==> config.mk <==
export PLATFORM = sky130hd
export DESIGN_NAME = store_buffer_top
export DESIGN_NICKNAME = d
export VERILOG_FILES = /design/src/source/wb_pkg.sv /design/src/source/sb_pkg.sv /design/src/source/sb_entry_queue.sv /design/src/source/st_addr_gen.sv /design/src/source/st_lane_align.sv /design/src/source/sb_wb_master.sv /design/src/source/store_buffer_top.sv
export SDC_FILE = /design/constraint.sdc
export NUM_CORES = 1
export LEC_CHECK = 0
export ABC_AREA = 1
export BUFFER_PORTS_ARGS = -buffer_cell sky130_fd_sc_hd__buf_2
export CAP_MARGIN = 20
export CORE_UTILIZATION = 60
export DETAILED_ROUTE_END_ITERATION = 7
export HOLD_SLACK_MARGIN = 0.08
export PLACE_DENSITY_LB_ADDON = 0.15
export SLEW_MARGIN = 20
export SYNTH_ARGS = -nofsm -noshare
export SYNTH_HDL_FRONTEND = slang
export SYNTH_SLANG_ARGS = --single-unit
==> constraint.sdc <==
create_clock -name clk_i -period 5.2 [get_ports clk_i]
set_input_delay 0 -clock clk_i [delete_from_list [all_inputs] [get_ports clk_i]]
set_output_delay 0 -clock clk_i [all_outputs]
set_load 0.02 [all_outputs]
==> src/source/wb_pkg.sv <==
// ----------------------------------------------------------------------
// wishbone bus package
// widths and the master/slave signal bundles of a Wishbone classic port
// ----------------------------------------------------------------------

package wb_pkg;

    localparam int unsigned WB_ADDR_W = 32;
    localparam int unsigned WB_DATA_W = 32;
    localparam int unsigned WB_SEL_W  = WB_DATA_W / 8;

    // master-driven side
    typedef struct packed {
        logic                 cyc;
        logic                 stb;
        logic                 we;
        logic [WB_ADDR_W-1:0] adr;
        logic [WB_DATA_W-1:0] dat;
        logic [WB_SEL_W-1:0]  sel;
    } wb_req_t;

    // slave-driven side with no read data for a write-only master
    typedef struct packed {
        logic ack;
        logic err;
    } wb_rsp_t;

endpackage

==> src/source/sb_pkg.sv <==
// ----------------------------------------------------------------------
// store buffer package
// sizes, access widths, entry states and the port bundles of the
// store buffer, plus the exception codes it reports
// ----------------------------------------------------------------------

package sb_pkg;

    localparam int unsigned SB_DEPTH  = 4;
    localparam int unsigned SB_IDX_W  = $clog2(SB_DEPTH);
    localparam int unsigned ROB_TAG_W = 4;
    localparam int unsigned XLEN      = 32;

    // store access width
    typedef enum logic [1:0] {
        LS_BYTE = 2'd0,
        LS_HALF = 2'd1,
        LS_WORD = 2'd2
    } ls_width_t;

    // exception causes numbered as in the privileged spec
    typedef enum logic [3:0] {
        EXC_NONE            = 4'd0,
        EXC_ST_MISALIGNED   = 4'd6,
        EXC_ST_ACCESS_FAULT = 4'd7
    } exc_code_t;

    // per-entry state
    typedef enum logic [2:0] {
        EMPTY,
        WAIT_OPS,
        READY,
        BUS,
        COMPLETED
    } sb_state_t;

    // register operand whose value is valid once ready is set
    typedef struct packed {
        logic                 ready;
        logic [ROB_TAG_W-1:0] tag;
        logic [XLEN-1:0]      value;
    } sb_operand_t;

    typedef struct packed {
        ls_width_t            width;
        sb_operand_t          base;
        sb_operand_t          data;
        logic [XLEN-1:0]      imm;
        logic [ROB_TAG_W-1:0] rob_tag;
    } sb_issue_t;

    // result broadcast
    typedef struct packed {
        logic                 valid;
        logic [ROB_TAG_W-1:0] tag;
        logic [XLEN-1:0]      value;
    } sb_cdb_t;

    typedef struct packed {
        logic [ROB_TAG_W-1:0] rob_tag;
        logic                 exc;
        exc_code_t            code;
    } sb_done_t;

    // head store handed to the datapath
    typedef struct packed {
        logic            go;
        ls_width_t       width;
        logic [XLEN-1:0] base;
        logic [XLEN-1:0] data;
        logic [XLEN-1:0] imm;
    } sb_head_t;

    typedef struct packed {
        logic      done;
        logic      exc;
        exc_code_t code;
    } sb_mem_res_t;

endpackage

==> src/source/sb_entry_queue.sv <==
`timescale 1ns/1ps
// ----------------------------------------------------------------------
// store buffer entry queue
// ring of store entries with per-entry state, operand capture from the
// broadcast bus, in-order hand-off to the bus and in-order completion
// ----------------------------------------------------------------------

module sb_entry_queue (
    input  logic                clk_i,
    input  logic                rst_n_i,
    input  logic                flush_i,
    input  logic                issue_valid_i,
    input  sb_pkg::sb_issue_t   issue_i,
    output logic                issue_ready_o,
    input  sb_pkg::sb_cdb_t     cdb_i,
    output sb_pkg::sb_head_t    head_o,
    input  sb_pkg::sb_mem_res_t mem_res_i,
    output logic                done_valid_o,
    output sb_pkg::sb_done_t    done_o,
    input  logic                done_ready_i
);
    import sb_pkg::*;

    // entry payload
    ls_width_t            ent_width [SB_DEPTH];
    sb_operand_t          ent_base  [SB_DEPTH];
    sb_operand_t          ent_data  [SB_DEPTH];
    logic [XLEN-1:0]      ent_imm   [SB_DEPTH];
    logic [ROB_TAG_W-1:0] ent_tag   [SB_DEPTH];
    logic                 ent_exc   [SB_DEPTH];
    exc_code_t            ent_code  [SB_DEPTH];

    // entry control
    sb_state_t            state_q   [SB_DEPTH];
    sb_state_t            state_d   [SB_DEPTH];
    sb_operand_t          base_cap  [SB_DEPTH];
    sb_operand_t          data_cap  [SB_DEPTH];

    logic [SB_IDX_W-1:0]  head_q;
    logic [SB_IDX_W-1:0]  tail_q;
    logic                 push;
    logic                 pop;
    sb_operand_t          iss_base;
    sb_operand_t          iss_data;

    // take the broadcast value if the operand waits on that tag
    function automatic sb_operand_t capture_op(input sb_operand_t op, input sb_cdb_t cdb);
        sb_operand_t res;
        res = op;
        if (!op.ready && cdb.valid && (cdb.tag == op.tag)) begin
            res.ready = 1'b1;
            res.value = cdb.value;
        end
        return res;
    endfunction

    function automatic logic [SB_IDX_W-1:0] ptr_inc(input logic [SB_IDX_W-1:0] ptr);
        if (ptr == SB_IDX_W'(SB_DEPTH - 1)) begin
            return '0;
        end
        return ptr + 1'b1;
    endfunction

    // ------------------------------------------------------------------
    // handshakes
    // ------------------------------------------------------------------

    assign issue_ready_o = (state_q[tail_q] == EMPTY);
    assign push          = issue_valid_i & issue_ready_o;
    assign done_valid_o  = (state_q[head_q] == COMPLETED);
    assign pop           = done_valid_o & done_ready_i;

    // a broadcast in the issue cycle is caught here
    assign iss_base = capture_op(issue_i.base, cdb_i);
    assign iss_data = capture_op(issue_i.data, cdb_i);

    // ------------------------------------------------------------------
    // per-entry state machine
    // ------------------------------------------------------------------

    always_comb begin
        for (int i = 0; i < SB_DEPTH; i++) begin
            base_cap[i] = capture_op(ent_base[i], cdb_i);
            data_cap[i] = capture_op(ent_data[i], cdb_i);
            state_d[i]  = state_q[i];
            case (state_q[i])
                EMPTY: begin
                    if (push && (tail_q == SB_IDX_W'(i))) begin
                        state_d[i] = (iss_base.ready && iss_data.ready) ? READY : WAIT_OPS;
                    end
                end
                WAIT_OPS: begin
                    if (base_cap[i].ready && data_cap[i].ready) begin
                        state_d[i] = READY;
                    end
                end
                // only the head may go to the bus
                READY: begin
                    if (head_q == SB_IDX_W'(i)) begin
                        state_d[i] = BUS;
                    end
                end
                // at most one entry is ever in BUS
                BUS: begin
                    if (mem_res_i.done) begin
                        state_d[i] = COMPLETED;
                    end
                end
                COMPLETED: begin
                    if (pop && (head_q == SB_IDX_W'(i))) begin
                        state_d[i] = EMPTY;
                    end
                end
                default: state_d[i] = EMPTY;
            endcase
        end
    end

    always_ff @(posedge clk_i or negedge rst_n_i) begin
        if (!rst_n_i) begin
            for (int i = 0; i < SB_DEPTH; i++) begin
                state_q[i] <= EMPTY;
            end
            head_q <= '0;
            tail_q <= '0;
        end else if (flush_i) begin
            for (int i = 0; i < SB_DEPTH; i++) begin
                state_q[i] <= EMPTY;
            end
            head_q <= '0;
            tail_q <= '0;
        end else begin
            for (int i = 0; i < SB_DEPTH; i++) begin
                state_q[i] <= state_d[i];
            end
            if (push) begin
                tail_q <= ptr_inc(tail_q);
            end
            if (pop) begin
                head_q <= ptr_inc(head_q);
            end
        end
    end

    // ------------------------------------------------------------------
    // entry payload update
    // ------------------------------------------------------------------

    always_ff @(posedge clk_i) begin
        for (int i = 0; i < SB_DEPTH; i++) begin
            if (push && (tail_q == SB_IDX_W'(i))) begin
                ent_width[i] <= issue_i.width;
                ent_base[i]  <= iss_base;
                ent_data[i]  <= iss_data;
                ent_imm[i]   <= issue_i.imm;
                ent_tag[i]   <= issue_i.rob_tag;
                ent_exc[i]   <= 1'b0;
                ent_code[i]  <= EXC_NONE;
            end else if (state_q[i] == WAIT_OPS) begin
                ent_base[i] <= base_cap[i];
                ent_data[i] <= data_cap[i];
            end else if ((state_q[i] == BUS) && mem_res_i.done) begin
                // bus outcome for the head store
                ent_exc[i]  <= mem_res_i.exc;
                ent_code[i] <= mem_res_i.code;
            end
        end
    end

    // head store towards datapath and completion port
    assign head_o.go    = (state_q[head_q] == READY);
    assign head_o.width = ent_width[head_q];
    assign head_o.base  = ent_base[head_q].value;
    assign head_o.data  = ent_data[head_q].value;
    assign head_o.imm   = ent_imm[head_q];

    assign done_o.rob_tag = ent_tag[head_q];
    assign done_o.exc     = ent_exc[head_q];
    assign done_o.code    = ent_code[head_q];

endmodule

==> src/source/st_addr_gen.sv <==
`timescale 1ns/1ps
// ----------------------------------------------------------------------
// store address generator
// base plus offset for the head store, with the alignment check
// ----------------------------------------------------------------------

module st_addr_gen (
    input  sb_pkg::sb_head_t             head_i,
    output logic [wb_pkg::WB_ADDR_W-1:0] addr_o,
    output logic [1:0]                   byte_off_o,
    output logic                         misaligned_o
);
    import sb_pkg::*;

    logic [XLEN-1:0] eff_addr;

    assign eff_addr   = head_i.base + head_i.imm;
    assign addr_o     = eff_addr[wb_pkg::WB_ADDR_W-1:0];
    assign byte_off_o = eff_addr[1:0];

    // half needs an even address, word needs a word boundary
    always_comb begin
        case (head_i.width)
            LS_HALF: misaligned_o = eff_addr[0];
            LS_WORD: misaligned_o = |eff_addr[1:0];
            default: misaligned_o = 1'b0;
        endcase
    end

endmodule

==> src/source/st_lane_align.sv <==
`timescale 1ns/1ps
// ----------------------------------------------------------------------
// store lane aligner
// moves the store data onto its byte lanes and builds the byte select
// ----------------------------------------------------------------------

module st_lane_align (
    input  sb_pkg::sb_head_t             head_i,
    input  logic [1:0]                   byte_off_i,
    output logic [wb_pkg::WB_DATA_W-1:0] data_o,
    output logic [wb_pkg::WB_SEL_W-1:0]  sel_o
);
    import sb_pkg::*;

    logic [wb_pkg::WB_DATA_W-1:0] lane_src;
    logic [wb_pkg::WB_SEL_W-1:0]  sel_src;
    logic [4:0]                   bit_shift;

    assign bit_shift = {byte_off_i, 3'b000};

    // keep only the bytes the store writes
    always_comb begin
        case (head_i.width)
            LS_BYTE: begin
                lane_src = {24'b0, head_i.data[7:0]};
                sel_src  = 4'b0001;
            end
            LS_HALF: begin
                lane_src = {16'b0, head_i.data[15:0]};
                sel_src  = 4'b0011;
            end
            default: begin
                lane_src = head_i.data[wb_pkg::WB_DATA_W-1:0];
                sel_src  = 4'b1111;
            end
        endcase
    end

    // word stores are aligned, so the shift is zero for them
    assign data_o = lane_src << bit_shift;
    assign sel_o  = sel_src << byte_off_i;

endmodule

==> src/source/sb_wb_master.sv <==
`timescale 1ns/1ps
// ----------------------------------------------------------------------
// store buffer wishbone master
// one classic single write per head store, reports ack, err or a
// misaligned address back to the queue
// ----------------------------------------------------------------------

module sb_wb_master (
    input  logic                         clk_i,
    input  logic                         rst_n_i,
    input  logic                         flush_i,
    input  logic                         go_i,
    input  logic [wb_pkg::WB_ADDR_W-1:0] addr_i,
    input  logic [wb_pkg::WB_DATA_W-1:0] data_i,
    input  logic [wb_pkg::WB_SEL_W-1:0]  sel_i,
    input  logic                         misaligned_i,
    output wb_pkg::wb_req_t              wb_o,
    input  wb_pkg::wb_rsp_t              wb_i,
    output sb_pkg::sb_mem_res_t          mem_res_o
);
    import sb_pkg::*;
    import wb_pkg::*;

    logic                 active_q;
    logic                 res_done_q;
    logic                 res_exc_q;
    exc_code_t            res_code_q;
    logic [WB_ADDR_W-1:0] adr_q;
    logic [WB_DATA_W-1:0] dat_q;
    logic [WB_SEL_W-1:0]  sel_q;

    // ------------------------------------------------------------------
    // idle / active control
    // ------------------------------------------------------------------

    always_ff @(posedge clk_i or negedge rst_n_i) begin
        if (!rst_n_i) begin
            active_q   <= 1'b0;
            res_done_q <= 1'b0;
            res_exc_q  <= 1'b0;
            res_code_q <= EXC_NONE;
        end else if (flush_i) begin
            // dropping cyc aborts any open cycle
            active_q   <= 1'b0;
            res_done_q <= 1'b0;
        end else begin
            res_done_q <= 1'b0;
            if (!active_q) begin
                if (go_i && misaligned_i) begin
                    res_done_q <= 1'b1;
                    res_exc_q  <= 1'b1;
                    res_code_q <= EXC_ST_MISALIGNED;
                end else if (go_i) begin
                    active_q <= 1'b1;
                end
            end else if (wb_i.ack || wb_i.err) begin
                active_q   <= 1'b0;
                res_done_q <= 1'b1;
                res_exc_q  <= wb_i.err;
                res_code_q <= wb_i.err ? EXC_ST_ACCESS_FAULT : EXC_NONE;
            end
        end
    end

    // request held stable for the whole cycle
    always_ff @(posedge clk_i) begin
        if (!active_q && go_i) begin
            adr_q <= {addr_i[WB_ADDR_W-1:2], 2'b00};
            dat_q <= data_i;
            sel_q <= sel_i;
        end
    end

    assign wb_o.cyc = active_q;
    assign wb_o.stb = active_q;
    assign wb_o.we  = active_q;
    assign wb_o.adr = adr_q;
    assign wb_o.dat = dat_q;
    assign wb_o.sel = sel_q;

    assign mem_res_o.done = res_done_q;
    assign mem_res_o.exc  = res_exc_q;
    assign mem_res_o.code = res_code_q;

endmodule

==> src/source/store_buffer_top.sv <==
`timescale 1ns/1ps
// ----------------------------------------------------------------------
// store buffer top level
// entry queue, address generation, lane alignment and wishbone master
// ----------------------------------------------------------------------

module store_buffer_top (
    input  logic                clk_i,
    input  logic                rst_n_i,
    input  logic                flush_i,
    input  logic                issue_valid_i,
    input  sb_pkg::sb_issue_t   issue_i,
    output logic                issue_ready_o,
    input  sb_pkg::sb_cdb_t     cdb_i,
    output logic                done_valid_o,
    output sb_pkg::sb_done_t    done_o,
    input  logic                done_ready_i,
    output wb_pkg::wb_req_t     wb_o,
    input  wb_pkg::wb_rsp_t     wb_i
);
    import sb_pkg::*;
    import wb_pkg::*;

    sb_head_t             head;
    sb_mem_res_t          mem_res;
    logic [WB_ADDR_W-1:0] st_addr;
    logic [1:0]           byte_off;
    logic                 misaligned;
    logic [WB_DATA_W-1:0] lane_data;
    logic [WB_SEL_W-1:0]  lane_sel;

    sb_entry_queue i_entry_queue (
        .clk_i         (clk_i),
        .rst_n_i       (rst_n_i),
        .flush_i       (flush_i),
        .issue_valid_i (issue_valid_i),
        .issue_i       (issue_i),
        .issue_ready_o (issue_ready_o),
        .cdb_i         (cdb_i),
        .head_o        (head),
        .mem_res_i     (mem_res),
        .done_valid_o  (done_valid_o),
        .done_o        (done_o),
        .done_ready_i  (done_ready_i)
    );

    st_addr_gen i_addr_gen (
        .head_i       (head),
        .addr_o       (st_addr),
        .byte_off_o   (byte_off),
        .misaligned_o (misaligned)
    );

    st_lane_align i_lane_align (
        .head_i     (head),
        .byte_off_i (byte_off),
        .data_o     (lane_data),
        .sel_o      (lane_sel)
    );

    sb_wb_master i_wb_master (
        .clk_i        (clk_i),
        .rst_n_i      (rst_n_i),
        .flush_i      (flush_i),
        .go_i         (head.go),
        .addr_i       (st_addr),
        .data_i       (lane_data),
        .sel_i        (lane_sel),
        .misaligned_i (misaligned),
        .wb_o         (wb_o),
        .wb_i         (wb_i),
        .mem_res_o    (mem_res)
    );

endmodule

# After elaboration in Yosys (flattened, before gate mapping)
# Memory sizes are Yosys's and may differ from the RTL's.
# Index checks and enable logic that the tools add are counted.
[totals]
ff_bits = 89
elab_cells = 343
ram_bits = 468
input_bits = 156
output_inout_bits = 82
mem_count = 7
[classes]
order_cmp = 2
n_reduce_logical = 77
eq_ne = 57
n_addsub = 3
bitwise_logic = 21
muxes = 161
shift = 2
[memory_table]
columns = ["memory", "words", "width", "rd", "rd_ports_with_merged_regs", "write_ports", "line", "text"]
rows = [
  ["i_entry_queue.ent_base", 4, 37, 5, 0, 4, "sb_entry_queue.sv:26", "sb_operand_t ent_base [SB_DEPTH];"],
  ["i_entry_queue.ent_data", 4, 37, 5, 0, 4, "sb_entry_queue.sv:27", "sb_operand_t ent_data [SB_DEPTH];"],
  ["i_entry_queue.ent_imm", 4, 32, 1, 0, 1, "sb_entry_queue.sv:28", "logic [XLEN-1:0] ent_imm [SB_DEPTH];"],
  ["i_entry_queue.ent_code", 4, 4, 1, 0, 4, "sb_entry_queue.sv:31", "exc_code_t ent_code [SB_DEPTH];"],
  ["i_entry_queue.ent_tag", 4, 4, 1, 0, 1, "sb_entry_queue.sv:29", "logic [ROB_TAG_W-1:0] ent_tag [SB_DEPTH];"],
  ["i_entry_queue.ent_width", 4, 2, 1, 0, 1, "sb_entry_queue.sv:25", "ls_width_t ent_width [SB_DEPTH];"],
  ["1 more memories", "n/a", "n/a", "n/a", "n/a", "n/a", "n/a", ""],
]
[ops]
columns = ["operator", "n"]
rows = [
  ["2-to-1 mux 32 bit", 13],
  ["2-to-1 mux 37 bit", 8],
  ["OR reduction 32 bit", 3],
  ["2-to-1 mux 1 bit", 77],
  ["2-to-1 mux 3 bit", 22],
  ["case mux 32 bit (2 select lines)", 1],
  ["!= test 3 x 2 -> 1 bit, second input constant", 20],
  ["case mux 3 bit (5 select lines)", 4],
  ["2-to-1 mux 2 bit", 21],
  ["equality test 4 bit", 10],
  ["2-to-1 mux 4 bit", 10],
  ["logical AND 1 bit", 39],
  ["adder 32 bit", 1],
  ["<< shifter 32 x 5 -> 32 bit", 1],
  ["equality test 3 x 2 -> 1 bit, second input constant", 9],
  ["AND reduction 5 bit", 4],
  ["OR 1 bit", 16],
  ["equality test 3 bit, second input constant", 5],
  ["zero test 3 bit", 5],
  ["binary-select mux 3 bit (select 2 bit)", 2],
  ["equality test 3 x 1 -> 1 bit, second input constant", 4],
  ["2-to-1 mux 12 bit", 1],
  ["OR reduction 4 bit", 3],
  ["zero test 1 bit", 11],
  ["16 further kinds", 33],
]

# Longest topological paths before layout
# Gate-level depths: netlist of the first run.
[depth]
ltp_word = 13
depth_mapped = 22
ltp_nobuf = 17

# Modules after synthesis
# Synthesis of the first run repeated with hierarchy kept, for this count alone.
[hier_totals]
cells_unflattened = 2901
area_unflattened_um2 = 28300.9
[modules_own_cells]
columns = ["module", "area_each_um2", "seq_area_each_um2", "n_inst", "cells_per_inst"]
rows = [
  ["sb_entry_queue", 22893.2, 14453.9, 1, 2133],
  ["st_addr_gen", 2384.8, 0.0, 1, 500],
  ["sb_wb_master", 2253.4, 2082.0, 1, 102],
  ["st_lane_align", 769.5, 0.0, 1, 166],
]

# Worst setup path after synthesis of the first run
# OpenSTA, ideal clock, no wires.
[synth_timing]
path_kind = "flip-flop to flip-flop"
start = "reg i_entry_queue.head_q[0]"
end = "reg i_wb_master.active_q"
path_buffers = 1
slack_ns = 0.831
path_stages_with_launch = 10
period_less_slack_ns = 4.369
required_ns = 5.117
t_arrival_ns = 4.286
setup_ns = 0.083
cell_sequence = "dfrtp_1 buf_4 nand2_1 nand3_1 nand2_1 inv_1 nand4_1 nor2_1 o21ai_0 a21oi_1"
[synth_between]
elab_chain_cells = 9
elab_cells_between_ends = 18
classes_between = "add/sub: 1; eq/ne: 3; mux: 8; bitwise: 1; reduce/logical: 2; memory: 3"
[synth_lines]
columns = ["item", "line", "text"]
rows = [
  ["start: declaration", "sb_entry_queue.sv:39", "logic [SB_IDX_W-1:0] head_q;"],
  ["start signal: assignment", "sb_entry_queue.sv:140", "head_q <= ptr_inc(head_q);"],
  ["parallel branches: the longest is 6 deep, another holds memory (4 x 37 bit)", "n/a", ""],
  ["2-to-1 mux 1 bit (*)", "sb_wb_master.sv:49", "if (go_i && misaligned_i) begin"],
  ["2-to-1 mux 1 bit (*)", "sb_wb_master.sv:48", "if (!active_q) begin"],
  ["2-to-1 mux 1 bit (*)", "sb_wb_master.sv:42", "end else if (flush_i) begin"],
  ["end signal: assignment", "sb_wb_master.sv:44", "active_q <= 1'b0;"],
  ["end signal: assignment", "sb_wb_master.sv:54", "active_q <= 1'b1;"],
  ["end signal: assignment", "sb_wb_master.sv:57", "active_q <= 1'b0;"],
  ["end: declaration", "sb_wb_master.sv:24", "logic active_q;"],
]
# Every way passes the cells marked *. The select of a mux whose other input is x is not followed.
# A chain may end at the register's enable or synchronous reset.

# Final worst setup path of the first run
[layout_timing]
start = "reg i_entry_queue.head_q[0]"
end = "reg i_wb_master.res_code_q[0]"
[layout_between]
elab_chain_cells = 8
elab_cells_between_ends = 16
classes_between = "add/sub: 1; eq/ne: 3; mux: 4; bitwise: 1; reduce/logical: 4; memory: 3"
[layout_lines]
columns = ["item", "line", "text"]
rows = [
  ["parallel branches: the longest is 5 deep, another holds memory (4 x 37 bit)", "n/a", ""],
  ["logical AND 1 bit (*)", "sb_wb_master.sv:49", ""],
  ["nonzero test 2 bit (no line) (*)", "n/a", ""],
  ["AND reduction 3 bit (no line) (*)", "n/a", ""],
  ["end signal: assignment", "sb_wb_master.sv:60", "res_code_q <= wb_i.err ? EXC_ST_ACCESS_FAULT : EXC_NONE;"],
  ["end: declaration", "sb_wb_master.sv:27", "exc_code_t res_code_q;"],
]
# Marks and branches as above.

==> impl_metrics.toml, run 1 <==
[run_status]
status = "finished, final reports clean"

[sta]
max_freq_ghz = 0.211
worst_pin_slew_ns = 0.980
finalHoldViolations = 0
setup_tns_ns = 0
fin_crit_ns = 4.75
slew_headroom_pct = 34.7
rsz0062_at_grt = "no"
finalMaxSlewViolations = 0
skew_ns = 0.0331
fin_crit_sh_pct = 91.3
setup_viol = 0

[cts]
clock_latency_ns = 0.64
clock_sinks = 545
ctsResizeCount = 0
post_cts.repair.setup_buffers = 0
cts_root_buf = "clkbuf_16"
cts_buffers = 56
clockBufferDepth = 3
htreeDepth = 2
cts_tree = "built"
cts-hold-fix-buffers = 185
clkTransAtPathRegs_ns = 0.06

[logic_synthesis]
ys_seq_area_share_pct = 59.7
avgSynthCellArea_sq_um = 10.2
synth-edff-count = 525
synth_area_sq_um = 27200
synthFlopType = "edfxtp_1"
synth_area_leaders = "edfxtp_1 (58%), nand2_1 (6.4%), o21ai_0 (4.8%)"
synthCells = 2671
ys_ff_latch = 545
ys_types = 55
async_flop_share_pct = 3.67
synth_top_cell_by_area = "edfxtp_1"
yosys_warnings = 0
synth_top_area_share_pct = 57.9

[floorplan]
core_area_sq_um = 44500
die-area_sq_um = 46300
fp.dieH_microns = 215
num_io_pins = 238
start_util_pct = 61.2
die_x_microns = 215
placementRows = 77

[critical_path]
cpMaxStageDelayCell = "dfrtp_4"
crit_arrival_ns = 5.26
cp_top_family = "buffers and inverters"
cpMostUsedCell = "nand2_1"
required_ns = 5.71
critical_path_class = "flop to flop"
cpPeakStageDelay_ns = 0.64
crit_chain = "inv_6 -> o21ai_0 -> o22ai_1 -> ha_1 -> inv_1 -> fa_1 -> inv_2 -> nor2_2 -> inv_2 -> nand2_1 -> nor2_1 -> nand2_1 -> o22ai_1 -> nand2_1 -> inv_1 -> o21ai_0 -> dlygate4sd3_1"
cp-end-kind = "flop"
crit_buf_inv = 6
crit_fanout = 91
critPathLaunchType = "flop"

[drt]
vias = 22800
drc_errors = 0
ant_nets = 0
wl_microns = 85200
firstDrtPassIters = 7
post_drt_wl_per_cell_microns = 23.2
dr.first_iter.drc_count = 2538
viasPerCell = 6.22

[finish]
ff_latch_area_sq_um = 16300
post_route_cells_drive_above_1_share_pct = 17.5
area_delta_synth_final_pct = 18.5
multi_input_area_sq_um = 9570
final_cells = 3670
n_fill_cell = 3238
final_area_sq_um = 32300
num-nets-final = 3229

[run]
maxCapViolCount = 0

[grt]
antenna_found_initial = 1
grt_max_degree = 92
grt_pass1_vias = 21900
grt_usage_pct = 36.8
grt_overflow = 0
grt_pass1_wl_microns = 129000

[power]
p_leak_nw = 12.2
ir_drop_uv = 832
power.density_nw_per_um2 = 647

[placed_design]
port_buffers = 234
dpl_cell_area_sq_um = 28700
gp_congestion = 0.938
post-place-cells = 3379
dp_hpwl_microns = 53900

[worst_hold_path]
hp-class = "input pin to flop"
-- Yosys cell counts, types with 4 or more instances --
master,number
nand2_1,464
nand4_1,9
xnor2_1,6
nor3_1,25
ha_1,42
nor2_1,313
nand2_2,26
xor2_1,20
nand3_1,77
buf_6,11
a32oi_1,4
inv_1,156
o21ai_0,262
a32o_1,8
dfrtp_1,20
buf_4,31
edfxtp_1,525
o21ai_2,126
o211ai_1,9
o21ai_1,124
a21oi_1,88
a21o_1,5
inv_2,12
buf_2,60
a22oi_1,8
clkbuf_1,45
o22ai_1,146
-- cells in the final DEF (no fill, tap or decap), drive strengths merged, types with 2 or more instances in the layout --
master       count
o21a             3
a211oi           2
a21oi           88
clkinv          29
nor2           317
nand3           82
clkbuf          72
dlygate4sd3    184
conb             3
diode            2
o22ai          146
nand2          490
nor4             2
o221ai           3
nand4           13
inv            170
xor2            20
a32o             8
xnor2            6
o21bai           2
o21ai          512
o211ai           9
a31oi            3
ha              42
a21o             5
nor3            27
a32oi            4
dfrtp           20
a22oi            8
buf            266
bufinv           4
edfxtp         525
clkinvlp         2
-- registers in the layout, indices dropped and copies added (netlist names) --
register                 count
i_entry_queue.ent_base     148
i_entry_queue.ent_data     148
i_entry_queue.ent_imm      128
i_wb_master.dat_q           32
i_wb_master.adr_q           30
i_entry_queue.ent_tag       16
i_entry_queue.state_q       12
i_entry_queue.ent_code       8
i_entry_queue.ent_width      8
i_wb_master.sel_q            4
i_entry_queue.ent_exc        3
i_entry_queue.head_q         2
i_entry_queue.tail_q         2
i_wb_master.res_code_q       2
i_wb_master.active_q         1
i_wb_master.res_done_q       1
-- stage by stage --
stage          setup slack, ns  power [mW]  util (%)  hold slack [ns]
2_1_floorplan            0.831        13.4         -           -0.296
3_3_place_gp              1.27        16.4      64.4           0.0134
6_report                 0.454        20.9      72.5            0.123
4_1_cts                  0.536        20.7      72.5           0.0911
5_1_grt                  0.187        21.9      72.5            0.119
3_5_place_dp              1.10        16.5      64.4           0.0197
-- report_power, final --
group | total, mW | switching [mW] | internal (mW)
registers | 7.00 | 0.399 | 6.60
clock network | 3.92 | 1.72 | 2.20
logic | 9.96 | 7.08 | 2.88
-- kinds of logic after synthesis --
group / after synthesis / synth area share [%]
other: 1 / 0.0138
XOR/XNOR: 26 / 0.836
adder cells (fa/ha/maj): 43 / 2.00
AO/OA/AOI/OAI: 795 / 17.6
flip-flops: 545 / 59.7
AND/OR/NAND/NOR: 937 / 14.3
buffers and inverters: 324 / 5.61
-- metal layers --
metal,vias up,GRT usage [%],part of all wire [%]
met4,0,16.6,4.6
met2,1381,60.6,48
met5,-,0,0
met1,10900,48.0,37
met3,243,6.51,9.9
li1,10200,-,-
-- area by class of cell --
| type | instances | share of cell area [%] |
|---|---|---|
| clock inverter | 32 | 0.899 |
| sequential | 545 | 50.4 |
| timing repair buffer | 450 | 10.2 |
| multi-input combinational | 1804 | 29.6 |
| inverter | 173 | 2.05 |
| tap | 592 | 2.29 |
| clock buffer | 72 | 4.56 |
| antenna | 2 | 0.0155 |
-- path summary, 6_finish.rpt --
kind	start	end	slack [ns]	cells after the start
worst max-delay path	i_entry_queue.head_q[0]$_DFFE_PN0P_	i_wb_master.res_code_q[0]$_DFFE_PN0P_	0.45	17
worst min-delay path	issue_i[7]	i_entry_queue.ent_imm[1][3]$_DFFE_PP_	0.12	2
worst max register to register	i_entry_queue.head_q[0]$_DFFE_PN0P_	i_wb_master.res_code_q[0]$_DFFE_PN0P_	0.45	17
worst min register to register	i_entry_queue.state_q[6]$_DFFE_PN0P_	i_entry_queue.state_q[6]$_DFFE_PN0P_	0.57	2
max in group asynchronous	rst_n_i	i_entry_queue.state_q[4]$_DFFE_PN0P_	4.61	4
min in group asynchronous	rst_n_i	i_entry_queue.tail_q[1]$_DFFE_PN0P_	0.40	4
No activity file was read; power rests on OpenSTA's default activity.
==> run 2: changes to the inputs <==
CTS_BUF_LIST = sky130_fd_sc_hd__clkbuf_16   (was not set)
==> run 2 against run 1 <==
Clock power down 1%; core utilization about the same; setup slack worse by 0.030 ns; final area about the same; via count about the same; largest power group unchanged; highest routed layer unchanged.
==> impl_metrics.toml, run 2 (synthesis gave the netlist of run 1 again) <==
[power]
p_switching_mw = 9.21
ir_drop_uv = 830
power_mw = 20.9
combPwrFrac_pct = 47.8
p_leak_nw = 12.3
power.density_nw_per_um2 = 646
power_frac_clock_pct = 18.6
p_seq_share_pct = 33.6
p_sw_share_pct = 44.2
p_int_mw = 11.6

[sta]
max_freq_ghz = 0.209
slew_headroom_pct = 34.9
finalMaxSlewViolations = 0
setup_viol = 0
fin_crit_sh_pct = 91.8
rsz0062_at_grt = "no"
finalHoldViolations = 0
skew_ns = 0.0244
fin_crit_ns = 4.78
worst_pin_slew_ns = 0.977
setup_tns_ns = 0

[grt]
grt_max_degree = 92
grt_usage_pct = 36.8
antenna_found_initial = 1
grt_pass1_wl_microns = 128000
grt_pass1_vias = 21900
grt_overflow = 0

[critical_path]
reg2reg_slack_ns = 0.42
critPathLaunchType = "flop"
crit_fanout = 91
cp-end-kind = "flop"
required_ns = 5.71
critical_path_class = "flop to flop"
crit_arrival_ns = 5.29

[cts]
post_cts.repair.setup_buffers = 0
clock_latency_ns = 0.63
clockBufferDepth = 3
htreeDepth = 2
cts_root_buf = "clkbuf_16"
clock_sinks = 545
ctsResizeCount = 0
clkTransAtPathRegs_ns = 0.06
cts-hold-fix-buffers = 185
cts_buffers = 56
cts_tree = "built"

[run]
maxCapViolCount = 0

[drt]
wl_microns = 85200
post_drt_wl_per_cell_microns = 23.2
firstDrtPassIters = 6
vias = 22800
drc_errors = 0
viasPerCell = 6.21
dr.first_iter.drc_count = 2593
ant_nets = 0

[finish]
layout_commonest_cell = "edfxtp_1"
final_cell_mix = "edfxtp_1 (525), nand2_1 (464), nor2_1 (312), o21ai_0 (254), buf_2 (234)"
n_fill_cell = 3238
num-nets-final = 3229
post_route_cells_drive_above_1_share_pct = 17.5
area_delta_synth_final_pct = 18.5
fin_util_pct = 72.5
top_regs = "i_entry_queue.ent_base (148), i_entry_queue.ent_data (148), i_entry_queue.ent_imm (128)"
final_area_sq_um = 32300
final_cells = 3669

[placed_design]
port_buffers = 234
dpl_cell_area_sq_um = 28700
dp_hpwl_microns = 53900
gp_congestion = 0.938
post-place-cells = 3379

[floorplan]
fp.dieH_microns = 215
num_io_pins = 238
die_x_microns = 215
placementRows = 77
core_area_sq_um = 44500
start_util_pct = 61.2
die-area_sq_um = 46300

[worst_hold_path]
hp-class = "input pin to flop"

[run_status]
status = "finished, final reports clean"
## run 2: changes by cell type in the layout (fill, tap and decap cells not counted)
cell,delta
clkinv_1,+1
clkbuf_8,-1
clkbuf_1,-15
diode_2,-1
inv_1,+15
## run 2: metal layers
metal  global-route usage [%]  vias up  share of wire (%)
met5                        0        -                  0
met4                     16.5        0                4.7
met3                     6.48      250                 10
met2                     60.5     1444                 48
met1                     48.0    10900                 37
li1                         -    10200                  -
## run 2: cell type report
cell class	instances	area, sq um	share of cell area [%]
timing repair buffer	450	3280	10.2
clock buffer	56	1400	4.34
clock inverter	48	350	1.09
tap	592	741	2.30
inverter	173	661	2.05
multi-input combinational	1804	9570	29.7
antenna	1	2.50	0.00775
sequential	545	16300	50.4
## run 2: through the flow
step / setup WS, ns / hold slack, ns
after CTS: 0.536 / 0.0933
after global routing: 0.185 / 0.121
after global placement: 1.27 / 0.0134
after floorplan: 0.831 / -0.296
final: 0.425 / 0.112
after detailed placement: 1.10 / 0.0197
## run 2: power groups by stage
stage          registers, mW  clock network [mW]  logic, mW
2_1_floorplan           7.32                   0       6.07
3_3_place_gp            7.04                   0       9.35
3_5_place_dp            7.06                   0       9.45
4_1_cts                 6.98                3.89       9.74
5_1_grt                 7.06                4.03       10.7
6_report                7.00                3.88       9.98
## run 2: final timing paths
check / start / end / cells after the start
min: issue_i[109] / i_entry_queue.state_q[1]$_DFFE_PN0P_ / 7
min reg2reg: i_entry_queue.state_q[6]$_DFFE_PN0P_ / i_entry_queue.state_q[6]$_DFFE_PN0P_ / 2
max in group asynchronous: rst_n_i / i_entry_queue.state_q[3]$_DFFE_PN0P_ / 4
max: i_entry_queue.head_q[0]$_DFFE_PN0P_ / i_wb_master.res_code_q[0]$_DFFE_PN0P_ / 17
min in group asynchronous: rst_n_i / i_entry_queue.tail_q[1]$_DFFE_PN0P_ / 4
max reg2reg: i_entry_queue.head_q[0]$_DFFE_PN0P_ / i_wb_master.res_code_q[0]$_DFFE_PN0P_ / 17
## run 2: worst max-delay path, stage by stage, from the launching register on
cell	delay, ns
dfrtp_4	0.64
inv_6	0.54
o21ai_0	0.17
o22ai_1	0.18
ha_1	0.22
inv_1	0.07
fa_1	0.58
inv_2	0.39
nor2_2	0.15
inv_2	0.24
nand2_1	0.15
nor2_1	0.17
nand2_1	0.07
o22ai_1	0.16
nand2_1	0.07
inv_1	0.10
o21ai_0	0.08
dlygate4sd3_1	0.56
